--- config.mk ---
export PLATFORM = sky130hd
export DESIGN_NAME = xlat_pipe
export DESIGN_NICKNAME = d
export VERILOG_FILES = /design/src/verilog/tlb_pkg.sv /design/src/verilog/xlat_pipe.sv
export SDC_FILE = /design/constraint.sdc
export NUM_CORES = 1
export LEC_CHECK = 0
export ABC_AREA = 1
export BUFFER_PORTS_ARGS = -buffer_cell sky130_fd_sc_hd__buf_2
export CAP_MARGIN = 10
export CORE_AREA = 2 2 101 103
export CTS_CLUSTER_DIAMETER = 120
export DETAILED_ROUTE_END_ITERATION = 8
export DIE_AREA = 0 0 103 105
export PLACE_DENSITY = 0.83
export SLEW_MARGIN = 0
export SYNTH_ARGS = -nofsm -noshare
export SYNTH_HDL_FRONTEND = slang
export SYNTH_SLANG_ARGS = --single-unit
--- constraint.sdc ---
create_clock -name clk -period 9.1 [get_ports clk]
set_input_delay 1.82 -clock clk [delete_from_list [all_inputs] [get_ports clk]]
set_output_delay 1.82 -clock clk [all_outputs]
set_load 0.01 [all_outputs]
--- src/verilog/tlb_pkg.sv ---
package tlb_pkg;

    typedef logic [31:0] vaddr_t;
    typedef logic [31:0] paddr_t;
    typedef logic [18:0] vppn_t;
    typedef logic [19:0] ppn_t;
    typedef logic [9:0]  asid_t;
    typedef logic [1:0]  plv_t;
    typedef logic [5:0]  ps_t;

    // one half of an even/odd page pair
    typedef struct packed {
        ppn_t       ppn;
        plv_t       plv;
        logic [1:0] mat;
        logic       d;
        logic       v;
    } tlb_page_t;

    typedef struct packed {
        logic      e;
        vppn_t     vppn;
        asid_t     asid;
        logic      g;
        ps_t       ps;
        tlb_page_t page0;
        tlb_page_t page1;
    } tlb_entry_t;

    typedef enum logic [2:0] {
        INV_ALL0              = 3'd0,
        INV_ALL1              = 3'd1,
        INV_GLOBAL            = 3'd2,
        INV_NONGLOBAL         = 3'd3,
        INV_ASID              = 3'd4,
        INV_ASID_VA           = 3'd5,
        INV_GLOBAL_OR_ASID_VA = 3'd6
    } inv_op_e;

    typedef enum logic [2:0] {
        EC_NONE    = 3'd0,
        EC_REFILL  = 3'd1,
        EC_INVALID = 3'd2,
        EC_PRIV    = 3'd3,
        EC_MODIFY  = 3'd4
    } ecode_e;

    typedef enum logic [1:0] {
        CMD_NONE  = 2'd0,
        CMD_WRITE = 2'd1,
        CMD_READ  = 2'd2,
        CMD_INV   = 2'd3
    } apb_cmd_e;

    typedef struct packed {
        logic       we;
        logic [7:0] index;
        tlb_entry_t entry;
    } tlb_w_req_t;

    typedef struct packed {
        logic    en;
        inv_op_e op;
        asid_t   asid;
        vppn_t   vpn;
    } tlb_inv_req_t;

    typedef struct packed {
        vaddr_t vaddr;
        asid_t  asid;
    } tlb_s_req_t;

    typedef struct packed {
        logic       hit;
        logic [7:0] index;
        ps_t        ps;
        tlb_page_t  page;
    } tlb_s_resp_t;

    typedef struct packed {
        vaddr_t vaddr;
        asid_t  asid;
        plv_t   plv;
        logic   store;
    } xlat_req_t;

    typedef struct packed {
        paddr_t     paddr;
        logic [1:0] mat;
        ecode_e     ecode;
    } xlat_resp_t;

    // apb register offsets
    localparam logic [7:0] REG_CMD   = 8'h00;
    localparam logic [7:0] REG_INDEX = 8'h04;
    localparam logic [7:0] REG_EHI   = 8'h08;
    localparam logic [7:0] REG_EMISC = 8'h0C;
    localparam logic [7:0] REG_ELO0  = 8'h10;
    localparam logic [7:0] REG_ELO1  = 8'h14;
    localparam logic [7:0] REG_INVVA = 8'h18;

endpackage

--- src/verilog/xlat_pipe.sv ---
`timescale 1ns/1ps

module xlat_pipe (
    input  logic                  clk,
    input  logic                  reset_i,
    input  logic                  req_valid_i,
    output logic                  req_ready_o,
    input  tlb_pkg::xlat_req_t    req_i,
    output logic                  resp_valid_o,
    input  logic                  resp_ready_i,
    output tlb_pkg::xlat_resp_t   resp_o,
    output tlb_pkg::tlb_s_req_t   s_req_o,
    input  tlb_pkg::tlb_s_resp_t  s_resp_i
);

    logic                 stall;
    logic                 s1_valid_q;
    logic                 s2_valid_q;
    tlb_pkg::xlat_req_t   s1_req_q;
    tlb_pkg::xlat_req_t   s2_req_q;
    tlb_pkg::tlb_s_resp_t s2_srch_q;
    tlb_pkg::tlb_page_t   page;
    tlb_pkg::ecode_e      ecode;
    tlb_pkg::paddr_t      paddr;

    // a stalled output freezes the whole pipe
    assign stall       = resp_valid_o && !resp_ready_i;
    assign req_ready_o = !stall;

    // stage 1 drives the search
    assign s_req_o = '{vaddr: s1_req_q.vaddr, asid: s1_req_q.asid};

    always_ff @(posedge clk) begin
        if (reset_i) begin
            s1_valid_q   <= 1'b0;
            s2_valid_q   <= 1'b0;
            resp_valid_o <= 1'b0;
        end else if (!stall) begin
            s1_valid_q   <= req_valid_i;
            s2_valid_q   <= s1_valid_q;
            resp_valid_o <= s2_valid_q;
        end
    end

    always_ff @(posedge clk) begin
        if (!stall) begin
            if (req_valid_i) begin
                s1_req_q <= req_i;
            end
            s2_req_q  <= s1_req_q;
            s2_srch_q <= s_resp_i;
            resp_o    <= '{paddr: paddr, mat: page.mat, ecode: ecode};
        end
    end

    assign page = s2_srch_q.page;

    // stage 2 checks, in fault priority order
    always_comb begin
        if (!s2_srch_q.hit) begin
            ecode = tlb_pkg::EC_REFILL;
        end else if (!page.v) begin
            ecode = tlb_pkg::EC_INVALID;
        end else if (s2_req_q.plv > page.plv) begin
            ecode = tlb_pkg::EC_PRIV;
        end else if (s2_req_q.store && !page.d) begin
            ecode = tlb_pkg::EC_MODIFY;
        end else begin
            ecode = tlb_pkg::EC_NONE;
        end

        if (s2_srch_q.ps == 6'd12) begin
            paddr = {page.ppn, s2_req_q.vaddr[11:0]};
        end else begin
            paddr = {page.ppn[19:9], s2_req_q.vaddr[20:0]};
        end
        if (ecode != tlb_pkg::EC_NONE) begin
            paddr = '0;
        end
    end

    // a request that is not taken stays put until it is
    ap_req_hold: assert property (@(posedge clk) disable iff (reset_i)
        (req_valid_i && !req_ready_o) |=> (req_valid_i && $stable(req_i)));

endmodule

==> run metrics <==
status completed; Slowest-stage cell, CP clkinv_2; core region area about 9600 sq um; CTS sink cnt approximately 140; insertion delay to the later sink of the worst-skew pair 0.52 ns; CP Launch Type input port; CP Cell Sequence buf_2, nor2_1, clkinv_2, buf_2; pin count of the biggest net entering global routing 52; synthesized area about 5000 sq um; RSZ-0062 raised after global routing false; Worst Max-Slew Pin Slew about 0.94 ns; CTS Hold Buffers Added 0; Slew Viols, Final 0; initial antenna violation count 0; fmax between 200 and 250 MHz; die height 105 microns; post-synthesis xor/xnor area fraction 0%; P_leak ~2.8 nW; most used cell, CP buf_2; DP HPWL 5.70 mm; CTS buffer count 17; final core utilization about 66%; clock-pin slew on the worst setup and hold paths ~0.060 ns; largest family of logic cells by synthesized area buffers and inverters; Worst Hold Class reg -> reg; Mean Syn Cell Area 17.3 sq um; Tot GR Track Use 16.5%; Reg2Reg Depth 6; Initial DRC Count 123; Setup Skew around 0.010 ns; vias in the first global route approximately 2,800; number of nets in the layout about 530; Critical Path RT roughly 7.3 ns; synth warn 0; first-pass GRT wire length between 10 and 15 mm; crit path capture type output port; endpoints failing setup 0; Detail Route Antenna Nets 0; die width between 100 and 150 microns; Setup Fix Bufs, Post-CTS 0; routed vias/inst around 4.5; H-tree levels 4; Setup CP Type in -> out; final WL about 8.3 mm; clk root buf clkbuf_8; total of max-cap violations 0; PwrDens between 200 and 250 nW/um^2; Syn Inst Count approximately 300; Clock Tree Buf Depth 2; Port-buffer cells 162; die area around 11,000 sq um; Rel. slew slack between 30 and 40%; fin crit share a little over half; IO Count 171; grt ovf 0; share of cells above drive strength 1 a little under half; Final Hold Fails 0; Seq/Total Area, Yosys about 82%; Net Count, Synth a little under 400; mux contribution to synthesized area 0%; initial core utilization 53.3%; P&R area growth vs syn 24.0%; Vias around 2,600; Routed WL per cell 14.3 microns; Yosys cell types 19; ANT cells 0; critical path fanouts, max 47; GP Congestion around 0.75; DRT Pass-1 Iters 4; Critical Path AT about 3.2 ns; adder-cell area share of the yosys netlist less than 1%; Slowest Stage Delay on Critical Path 0.64 ns; crit path time final roughly 5 ns; Worst VDD drop approximately 0.16 mV; hold depth 0; Synth Area in Compound Gates ~2%; total negative slack 0 ns; DR DRC count 0; TritonCTS clock tree done; post-synthesis simple-gate area fraction slightly below 6%; Seq cells post-synth 142; Rows 36; Post-CTS Resized 0
placed cells by master (no fill, tap or decap):
cell	n
ha_1	2
a21oi_1	5
nand3_2	1
nand2_2	1
clkbuf_8	1
nand2_1	18
buf_4	1
bufinv_16	4
clkinvlp_4	1
a21oi_4	1
nand3_1	1
nand3_4	1
buf_2	162
clkinv_2	4
dfxtp_1	3
a21oi_2	7
nor2_2	3
clkinv_1	3
nor2_4	2
inv_2	3
inv_1	29
clkbuf_1	2
clkbuf_16	16
nor2_1	24
clkinv_4	2
edfxtp_1	139
nand4_1	10
cells by family (layout without fill, tap and decap cells):
kind of cell    after synthesis  in the layout
simple gates                 61             61
fa+ha+maj                     2              2
compound gates               13             13
flops                       142            142
buf+inv                      78            228
synthesized netlist by cell type, drive strengths merged:
library cell / count / area [sq um]
nand2: 19 / 73.8
a21oi: 13 / 103
inv: 33 / 124
ha: 2 / 25.0
nand4: 10 / 62.6
dfxtp: 3 / 60.1
nand3: 3 / 32.5
nor2: 29 / 131
edfxtp: 139 / 4170
buf: 45 / 349
final timing paths:
path         slack (ns)                     to                      start
min                0.43  s2_req_q[1]$_DFFE_PN_      s1_req_q[1]$_DFFE_PP_
max                4.11            req_ready_o               resp_ready_i
max reg2reg        6.25  s_req_o[22]$_DFFE_PP_  resp_valid_o$_SDFFE_PP0N_
min reg2reg        0.43  s2_req_q[1]$_DFFE_PN_      s1_req_q[1]$_DFFE_PP_
sequential cells by signal, summed over array words and instances (netlist names):
signal	flops
resp_valid_o	1
s2_req_q	24
s2_valid_q	1
s2_srch_q	7
page	26
s1_valid_q	1
s_req_o	42
s1_req_q	3
resp_o	37
cell type report:
class	instances	area, sq um
Clock inverter	13	171
Tap cell	133	166
Multi-Input combinational cell	76	428
Fill cell	723	3270
Inverter	33	125
Timing Repair Buffer	163	818
Sequential cell	142	4230
Clock buffer	19	422
report_power, final:
group / internal [mW] / switching, mW / leakage (nW)
Combinational: 0.0328 / 0.0473 / 1.01
Sequential: 0.763 / 0.0130 / 1.50
Clock: 0.441 / 0.242 / 0.288
layer usage:
layer | global-route usage [%] | vias to the layer above | part of all wire [%]
li1 | - | 1277 | -
met1 | 17.6 | 1208 | 37
met2 | 26.9 | 124 | 53
met3 | 8.76 | 10 | 9.3
met4 | 7.33 | 0 | 1.1
met5 | 0 | - | 0
critical path, delay by kind of cell:
family	cells	cell delay, ns
and+or+nand+nor	1	0.23
buffers and inverters	3	1.11
metrics by stage:
stage / setup slack [ns] / hold WS (ns) / area, sq um / std cells / power (mW)
after detailed placement: 4.08 / 0.419 / 5770 / 547 / 0.871
after global routing: 3.93 / 0.433 / 6360 / 579 / 1.59
after floorplan: 3.49 / 0.400 / 5130 / 296 / 0.838
final: 4.11 / 0.425 / 6360 / 579 / 1.54
after global placement: 4.12 / 0.401 / 5770 / 547 / 0.866
after CTS: 4.08 / 0.431 / 6360 / 579 / 1.55
Power figures use the tool's default switching activity.
