<file path="src/verilog/tlb_pkg.sv">
package tlb_pkg;

    typedef logic [31:0] vaddr_t;
    typedef logic [31:0] paddr_t;
    typedef logic [18:0] vppn_t;
    typedef logic [19:0] ppn_t;
    typedef logic [9:0]  asid_t;
    typedef logic [1:0]  plv_t;
    typedef logic [5:0]  ps_t;

    // one half of an even/odd page pair
    typedef struct packed {
        ppn_t       ppn;
        plv_t       plv;
        logic [1:0] mat;
        logic       d;
        logic       v;
    } tlb_page_t;

    typedef struct packed {
        logic      e;
        vppn_t     vppn;
        asid_t     asid;
        logic      g;
        ps_t       ps;
        tlb_page_t page0;
        tlb_page_t page1;
    } tlb_entry_t;

    typedef enum logic [2:0] {
        INV_ALL0              = 3'd0,
        INV_ALL1              = 3'd1,
        INV_GLOBAL            = 3'd2,
        INV_NONGLOBAL         = 3'd3,
        INV_ASID              = 3'd4,
        INV_ASID_VA           = 3'd5,
        INV_GLOBAL_OR_ASID_VA = 3'd6
    } inv_op_e;

    typedef enum logic [2:0] {
        EC_NONE    = 3'd0,
        EC_REFILL  = 3'd1,
        EC_INVALID = 3'd2,
        EC_PRIV    = 3'd3,
        EC_MODIFY  = 3'd4
    } ecode_e;

    typedef enum logic [1:0] {
        CMD_NONE  = 2'd0,
        CMD_WRITE = 2'd1,
        CMD_READ  = 2'd2,
        CMD_INV   = 2'd3
    } apb_cmd_e;

    typedef struct packed {
        logic       we;
        logic [7:0] index;
        tlb_entry_t entry;
    } tlb_w_req_t;

    typedef struct packed {
        logic    en;
        inv_op_e op;
        asid_t   asid;
        vppn_t   vpn;
    } tlb_inv_req_t;

    typedef struct packed {
        vaddr_t vaddr;
        asid_t  asid;
    } tlb_s_req_t;

    typedef struct packed {
        logic       hit;
        logic [7:0] index;
        ps_t        ps;
        tlb_page_t  page;
    } tlb_s_resp_t;

    typedef struct packed {
        vaddr_t vaddr;
        asid_t  asid;
        plv_t   plv;
        logic   store;
    } xlat_req_t;

    typedef struct packed {
        paddr_t     paddr;
        logic [1:0] mat;
        ecode_e     ecode;
    } xlat_resp_t;

    // apb register offsets
    localparam logic [7:0] REG_CMD   = 8'h00;
    localparam logic [7:0] REG_INDEX = 8'h04;
    localparam logic [7:0] REG_EHI   = 8'h08;
    localparam logic [7:0] REG_EMISC = 8'h0C;
    localparam logic [7:0] REG_ELO0  = 8'h10;
    localparam logic [7:0] REG_ELO1  = 8'h14;
    localparam logic [7:0] REG_INVVA = 8'h18;

endpackage

</file>
<file path="src/verilog/tlb_apb_ctrl.sv">
`timescale 1ns/1ps

module tlb_apb_ctrl #(
    parameter int TLB_ENTRY_NUM = 16
) (
    input  logic                               clk,
    input  logic                               reset_i,
    input  logic                               psel_i,
    input  logic                               penable_i,
    input  logic                               pwrite_i,
    input  logic [7:0]                         paddr_i,
    input  logic [31:0]                        pwdata_i,
    output logic [31:0]                        prdata_o,
    output logic                               pready_o,
    output logic                               pslverr_o,
    output tlb_pkg::tlb_w_req_t                w_req_o,
    output tlb_pkg::tlb_inv_req_t              inv_req_o,
    output logic [$clog2(TLB_ENTRY_NUM)-1:0]   r_index_o,
    input  tlb_pkg::tlb_entry_t                r_entry_i
);

    localparam int IDX_W = $clog2(TLB_ENTRY_NUM);

    tlb_pkg::apb_cmd_e   cmd;
    logic                wr_acc;
    logic                cmd_wr;
    logic                we_q;
    logic                inv_en_q;
    logic                rd_pend_q;
    tlb_pkg::inv_op_e    inv_op_q;
    tlb_pkg::asid_t      inv_asid_q;
    tlb_pkg::vppn_t      invva_q;
    logic [IDX_W-1:0]    index_q;
    tlb_pkg::tlb_entry_t stage_q;

    // elo layout: v 0, d 1, plv 3:2, mat 5:4, ppn 27:8
    function automatic tlb_pkg::tlb_page_t elo_unpack(logic [31:0] w);
        tlb_pkg::tlb_page_t pg;
        pg.v   = w[0];
        pg.d   = w[1];
        pg.plv = w[3:2];
        pg.mat = w[5:4];
        pg.ppn = w[27:8];
        return pg;
    endfunction

    function automatic logic [31:0] elo_pack(tlb_pkg::tlb_page_t pg);
        return {4'b0, pg.ppn, 2'b0, pg.mat, pg.plv, pg.d, pg.v};
    endfunction

    assign wr_acc    = psel_i && penable_i && pwrite_i;
    assign cmd       = tlb_pkg::apb_cmd_e'(pwdata_i[1:0]);
    assign pslverr_o = wr_acc && (paddr_i == tlb_pkg::REG_CMD) && (pwdata_i[6:4] == 3'd7);
    assign cmd_wr    = wr_acc && (paddr_i == tlb_pkg::REG_CMD) && !pslverr_o;
    assign pready_o  = 1'b1;

    // strobes live for the one cycle after the access phase
    always_ff @(posedge clk) begin
        if (reset_i) begin
            we_q      <= 1'b0;
            inv_en_q  <= 1'b0;
            rd_pend_q <= 1'b0;
        end else begin
            we_q      <= cmd_wr && (cmd == tlb_pkg::CMD_WRITE);
            inv_en_q  <= cmd_wr && (cmd == tlb_pkg::CMD_INV);
            rd_pend_q <= cmd_wr && (cmd == tlb_pkg::CMD_READ);
        end
    end

    always_ff @(posedge clk) begin
        if (cmd_wr) begin
            inv_op_q   <= tlb_pkg::inv_op_e'(pwdata_i[6:4]);
            inv_asid_q <= pwdata_i[25:16];
        end
    end

    // staging registers, refilled by the read command
    always_ff @(posedge clk) begin
        if (rd_pend_q) begin
            stage_q <= r_entry_i;
        end else if (wr_acc) begin
            case (paddr_i)
                tlb_pkg::REG_INDEX: index_q <= pwdata_i[IDX_W-1:0];
                tlb_pkg::REG_EHI:   stage_q.vppn <= pwdata_i[31:13];
                tlb_pkg::REG_EMISC: begin
                    stage_q.e    <= pwdata_i[0];
                    stage_q.g    <= pwdata_i[1];
                    stage_q.ps   <= pwdata_i[13:8];
                    stage_q.asid <= pwdata_i[25:16];
                end
                tlb_pkg::REG_ELO0:  stage_q.page0 <= elo_unpack(pwdata_i);
                tlb_pkg::REG_ELO1:  stage_q.page1 <= elo_unpack(pwdata_i);
                tlb_pkg::REG_INVVA: invva_q <= pwdata_i[31:13];
                default:            ;
            endcase
        end
    end

    always_comb begin
        case (paddr_i)
            tlb_pkg::REG_INDEX: prdata_o = 32'(index_q);
            tlb_pkg::REG_EHI:   prdata_o = {stage_q.vppn, 13'b0};
            tlb_pkg::REG_EMISC: begin
                prdata_o = {6'b0, stage_q.asid, 2'b0, stage_q.ps, 6'b0, stage_q.g, stage_q.e};
            end
            tlb_pkg::REG_ELO0:  prdata_o = elo_pack(stage_q.page0);
            tlb_pkg::REG_ELO1:  prdata_o = elo_pack(stage_q.page1);
            tlb_pkg::REG_INVVA: prdata_o = {invva_q, 13'b0};
            default:            prdata_o = '0;
        endcase
    end

    assign w_req_o   = '{we: we_q, index: 8'(index_q), entry: stage_q};
    assign inv_req_o = '{en: inv_en_q, op: inv_op_q, asid: inv_asid_q, vpn: invva_q};
    assign r_index_o = index_q;

    // setup phase always leads into a zero-wait access
    ap_no_wait: assert property (@(posedge clk) disable iff (reset_i)
        (psel_i && !penable_i) |=> (psel_i && penable_i && pready_o));

endmodule

</file>
<file path="config.mk">
export PLATFORM = sky130hd
export DESIGN_NAME = tlb_apb_ctrl
export DESIGN_NICKNAME = d
export VERILOG_FILES = /design/src/verilog/tlb_pkg.sv /design/src/verilog/tlb_apb_ctrl.sv
export SDC_FILE = /design/constraint.sdc
export NUM_CORES = 1
export LEC_CHECK = 0
export ABC_AREA = 1
export BUFFER_PORTS_ARGS = -buffer_cell sky130_fd_sc_hd__buf_2
export CAP_MARGIN = 20
export CELL_PAD_IN_SITES_DETAIL_PLACEMENT = 0
export CELL_PAD_IN_SITES_GLOBAL_PLACEMENT = 2
export CORE_UTILIZATION = 28
export CTS_CLUSTER_SIZE = 16
export DETAILED_ROUTE_END_ITERATION = 12
export PLACE_DENSITY = 0.91
export SETUP_SLACK_MARGIN = 0.3
export SYNTH_ARGS = -nofsm -noshare
export SYNTH_HDL_FRONTEND = slang
export SYNTH_SLANG_ARGS = --single-unit
</file>
<file path="constraint.sdc">
create_clock -name clk -period 7.71 [get_ports clk]
set_clock_uncertainty 0.2 [all_clocks]
set_input_delay 1.542 -clock clk [delete_from_list [all_inputs] [get_ports clk]]
set_output_delay 1.542 -clock clk [all_outputs]
set_load 0.03 [all_outputs]
</file>
==> results of run 1 <==
==> logic make-up (layout without fill, tap and decap cells) <==
group	after synthesis	after routing	share of synthesized area [%]
AND/OR/NAND/NOR	398	398	27.65
flip-flops	128	128	63.33
buffers and inverters	88	382	7.646
AO/OA/AOI/OAI	15	15	1.247
other	2	10	0.1247
==> where the power goes <==
part	switching [mW]	total (mW)	internal (mW)
Clock	0.304	0.752	0.449
Combinational	0.0480	0.0809	0.0328
Sequential	0.000206	0.763	0.763
Total	0.352	1.60	1.24
==> cell usage after synthesis, drive strengths merged <==
cell	instances
buf	31
clkbuf	9
clkinv	2
conb	2
dfxtp	3
edfxtp	125
inv	46
nand2	278
nand3	74
nand4	7
nor2	36
nor3	3
o21ai	15
==> metal layers <==
layer,up-vias,part of all wire (%),track usage (%)
met5,-,0.061,0
li1,2631,-,-
met2,186,51,33.43
met3,22,6.2,4.080
met4,2,1.6,7.010
met1,2463,41,23.16
==> stage by stage <==
step,utilization (%),setup WS [ns],power [mW]
after global routing,39.26,2.162,1.642
final,39.26,2.425,1.597
after global placement,36.51,2.371,0.8577
after floorplan,-,3.154,0.8165
after detailed placement,36.51,2.374,0.8588
after CTS,39.09,2.372,1.609
==> registers in the layout (all words and copies together), names as in the netlist <==
register    flops
w_req_o        89
invva_q        19
inv_asid_q     10
r_index_o       4
inv_op_q        3
inv_en_q        1
rd_pend_q       1
we_q            1
==> worst reg2reg max path: stages, from the launching register on <==
cell,delay (ns)
dfxtp_4,0.63
inv_2,0.50
o21ai_2,0.46
buf_4,0.37
==> area by class of cell <==
class | count | area, um^2 | area share, %
Antenna cell | 3 | 7.507 | 0.09096
Clock buffer | 21 | 450.4 | 5.458
Clock inverter | 11 | 92.59 | 1.122
Inverter | 48 | 180.2 | 2.183
Multi-Input combinational cell | 420 | 1809 | 21.92
Sequential cell | 128 | 3817 | 46.26
Tap cell | 275 | 344.1 | 4.169
Timing Repair Buffer | 302 | 1551 | 18.80
==> worst paths after layout <==
| path | end | slack (ns) | depth (start not counted) |
|---|---|---|---|
| setup / recovery | prdata_o[18] | 2.42 | 9 |
| hold / removal | w_req_o[52]$_DFFE_PP_ | 0.61 | 2 |
| setup reg to reg | w_req_o[75]$_DFFE_PP_ | 5.22 | 3 |
| hold reg to reg | w_req_o[52]$_DFFE_PP_ | 0.61 | 2 |
==> impl_metrics.toml, run 1 <==
[timing]
relSlewSlack_pct = 31.09
fmax_ghz = 0.1892
slew_viol_final = 0
rsz0062_at_grt = "false"
setup_tns_ns = 0
setup_viol = 0
timing.final.hold_violations = 0
worstMarginPinSlew_ns = 1.031
finalCritPeriodShare_pct = 68.55
fin_crit_ns = 5.285
whs_ns = 0.6150

[setup_path]
cp_max_fo = 38
critPathLaunch = "paddr_i[6]"
cpPeakStageDelay_ns = 0.81
critPathKind = "in -> out"
arrival_ns = 3.54
path_buf_inv = 3
startpoint_type = "input pin"
timing.rr.start = "rd_pend_q$_SDFF_PP0_"
path_cells = "buf_2 > inv_1 > nand2_2 > nor2_4 > nand2_1 > nor2_1 > nor2_1 > nand2_1 > buf_2"
cp_slowest_cell = "nor2_4"
crit_required_ns = 5.97
end_kind = "primary output"
critPathTopFamily = "simple AND/OR/NAND/NOR gates"

[clock_tree]
clk_pin_slew_worst_paths_ns = 0.06
cts_setup_buffers = 0
cts_tree = "built"
numClockSinks = 128
root_buffer = "clkbuf_16"
cts_resized = 0
h-tree-depth = 4
clk_latency_ns = 0.41
postCtsHoldBufs = 0
cts_max_path_buffers = 2
cts_made_buffers = 17

[drt]
ant_nets = 0
first_pass_iters = 4
num_vias = 5304
via_per_inst = 4.391
drt_iter0_markers = 305
drc = 0
wl_per_cell_um = 17.55
routed_wl_mm = 21.20

[synthesis]
synth_top_area_share_pct = 62.33
synth_warnings = 0
syn_area_per_cell_um2 = 9.544
syn_inst = 631
synth_seq_cells = 128
synth_top_area_cell = "edfxtp_1"
ys_types = 22
ys_seq_area_share_pct = 63.33
synth_area_um2 = 6022
synth_area_leaders = "edfxtp_1 62%, nand2_1 17%, nand3_1 6.2%, inv_1 2.6%, buf_4 1.9%"

[placement]
post-place-cells = 1172
dpl-instance-area_um2 = 7675
gp_congestion = 0.7654
hpwl_mm = 14.82
numPortBuffers = 294

[global_routing]
track_usage_pct = 19.18
grt_pass1_wl_mm = 30.50
grt_start_max_net_pins = 51
grt_pass1_vias = 5070
overflow = 0
grt_antenna_before_repair = 4

[hold_path]
hp-class = "reg -> reg"
min_from = "rd_pend_q$_SDFF_PP0_"

[finish]
fillerInstances = 2170
layout_commonest_cell = "buf_2"
fin_nets = 1051
fin_area_um2 = 8253
final_cell_mix = "294 x buf_2, 273 x nand2_1, 125 x edfxtp_1"
area_delta_synth_final_pct = 37.05
fin_cells = 1208
drive_above_1_share_pct = 38.06

[floorplan]
core_area_um2 = 21020
die_w_um = 148.7
dieArea_um2 = 22100
start_util_pct = 28.65
die_y_um = 148.7
rows = 53
ios = 303

[outcome]
status = "finished clean"

[run]
max-cap-violations = 0

[power]
p_leak_nw = 3.845
peakVddDrop_v = 0.0001405
p_per_area_nw_per_um2 = 193.4
Note: power is estimated with default switching activity, not from simulation.
==> run 2: changes to the inputs <==
--- a/config.mk
+++ b/config.mk
@@ -10,10 +10,10 @@
 export CAP_MARGIN = 20
 export CELL_PAD_IN_SITES_DETAIL_PLACEMENT = 0
 export CELL_PAD_IN_SITES_GLOBAL_PLACEMENT = 2
-export CORE_UTILIZATION = 28
+export CORE_UTILIZATION = 23
 export CTS_CLUSTER_SIZE = 16
 export DETAILED_ROUTE_END_ITERATION = 12
-export PLACE_DENSITY = 0.91
+export PLACE_DENSITY = 0.81
 export SETUP_SLACK_MARGIN = 0.3
 export SYNTH_ARGS = -nofsm -noshare
 export SYNTH_HDL_FRONTEND = slang
==> constraint.sdc (replaced) <==
create_clock -name clk -period 4.4 [get_ports clk]
set_clock_uncertainty 0.2 [all_clocks]
set_input_delay 0.88 -clock clk [delete_from_list [all_inputs] [get_ports clk]]
set_output_delay 0.88 -clock clk [all_outputs]
set_load 0.03 [all_outputs]
==> run 2 against run 1 <==
  * Global-route usage down 1.8 points
  * Critical path type unchanged
  * Total power increased by 92%
  * Hold slack got worse by 0.17 ns
  * Largest cell class unchanged
  * Largest power group is now clock
  * Highest routed layer unchanged
  * Flip-flop and latch count stayed put
  * Critical path depth unchanged
  * Sequential power up 76%
  * Register-to-register slack worse by 3.2 ns
==> impl_metrics.toml, run 2 (synthesized netlist as in run 1, its figures left out) <==
[hold_path]
min_from = "pwdata_i[14]"
holdPathStages = 1
hp-class = "in -> reg"
whs_endpoint = "invva_q[1]$_DFFE_PP_"

[clock_tree]
postCtsHoldBufs = 0
cts_setup_buffers = 0
h-tree-depth = 4
clk_pin_slew_worst_paths_ns = 0.06
cts_tree = "built"
numClockSinks = 128
cts_max_path_buffers = 2
clk_latency_ns = 0.42
root_buffer = "clkbuf_16"
cts_resized = 0
cts_made_buffers = 17

[finish]
area_delta_synth_final_pct = 40.54
final_cell_mix = "294 x buf_2, 273 x nand2_1, 125 x edfxtp_1"
fin_area_um2 = 8463
drive_above_1_share_pct = 38.59
largest_register_ffs = 89
layout_commonest_cell = "buf_2"
fin_nets = 1059

[placement]
numPortBuffers = 294
gp_congestion = 0.7759
hpwl_mm = 16.76
dpl-instance-area_um2 = 7819
place_ws_ns = 0.7745

[global_routing]
track_usage_pct = 17.37
met1_usage_pct = 21.37
use_met3_pct = 4.116
grt_antenna_before_repair = 2
top_usage_layer = "met2"
grt_use_met2_pct = 29.93
grt_start_max_net_pins = 63
grt_pass1_wl_mm = 33.29
overflow = 0
grt_pass1_vias = 5345

[floorplan]
die_w_um = 163.8
ios = 303
core_area_um2 = 25400
rows = 58
start_util_pct = 23.71
die_y_um = 163.8
dieArea_um2 = 26830

[setup_path]
r2r_end = "w_req_o[40]$_DFFE_PP_"
end_kind = "primary output"
reg2reg_slack_ns = 2.06
cp_max_fo = 13
timing.rr.start = "rd_pend_q$_SDFF_PP0_"
arrival_ns = 2.45
startpoint_type = "input pin"
reg2reg_depth = 4
crit_required_ns = 3.32
critPathKind = "in -> out"

[timing]
rsz0062_at_grt = "false"
fmax_ghz = 0.2836
worstMarginPinSlew_ns = 0.9495
relSlewSlack_pct = 36.46
fin_crit_ns = 3.526
setup_tns_ns = 0
finalCritPeriodShare_pct = 80.14
setup_ws_ns = 0.8736
setup_viol = 0
slew_viol_final = 0
timing.final.hold_violations = 0

[power]
finalPower_mw = 3.063
p_leak_nw = 3.919
p_int_mw = 2.405
pwr-share-comb_pct = 4.8
p_sw_share_pct = 21.49
p_per_area_nw_per_um2 = 362.0
power_frac_clock_pct = 51.6
p_switching_mw = 0.6582
peakVddDrop_v = 0.0001914
pwr-share-seq_pct = 43.7

[drt]
via_per_inst = 4.192
num_vias = 5320
wl_per_cell_um = 18.14
drc = 0
routed_wl_mm = 23.01
first_pass_iters = 6
ant_nets = 0
drt_iter0_markers = 232

[outcome]
status = "finished clean"

[run]
max-cap-violations = 0
run 2: how the worst max path moves through the flow:
stage,slack (ns),cells past startpoint,end,from
final,0.87,9,prdata_o[19],paddr_i[5]
after global routing,0.69,9,prdata_o[19],paddr_i[5]
after CTS,0.80,9,prdata_o[22],paddr_i[5]
after detailed placement,0.77,7,invva_q[14]$_DFFE_PP_,paddr_i[5]
after global placement,0.79,9,prdata_o[19],paddr_i[5]
after floorplan,0.51,6,w_req_o[0]$_DFFE_PP_,paddr_i[5]
run 2: metal layers:
layer / up-vias / part of all wire [%]
met2: 158 / 50
met1: 2495 / 43
met5: - / 0.056
li1: 2648 / -
met4: 2 / 1.1
met3: 17 / 5.1
run 2: worst max-delay path, stage by stage:
cell     delay [ns]
buf_2          0.10
inv_2          0.06
nand2_1        0.08
nor2_4         0.37
nand2_1        0.44
nor2_1         0.20
nor2_1         0.06
nand2_1        0.05
buf_2          0.20
run 2: layout make-up:
cell class,instances,area (um^2)
diodes,1,2.502
clock buffers,19,432.9
clock inverters,13,209.0
fillers,2726,16940
inverters,48,180.2
multi-input cells,420,1817
flip-flops and latches,128,3817
well taps,330,412.9
repair buffers,310,1592
run 2: power groups by stage:
stage | Clock [mW] | Combinational [mW] | Sequential (mW)
2_1_floorplan | 0 | 0.0653 | 1.37
4_1_cts | 1.60 | 0.148 | 1.34
5_1_grt | 1.66 | 0.165 | 1.34
3_3_place_gp | 0 | 0.146 | 1.36
6_report | 1.58 | 0.147 | 1.34
3_5_place_dp | 0 | 0.148 | 1.36
run 2: stage by stage:
stage	util [%]	hold slack [ns]	cells
floorplan	-	0.4331	636
global placement	30.78	0.5788	1236
detailed placement	30.78	0.5797	1236
CTS	33.31	0.4205	1268
global route	33.31	0.4263	1268
finish	33.32	0.4423	1269
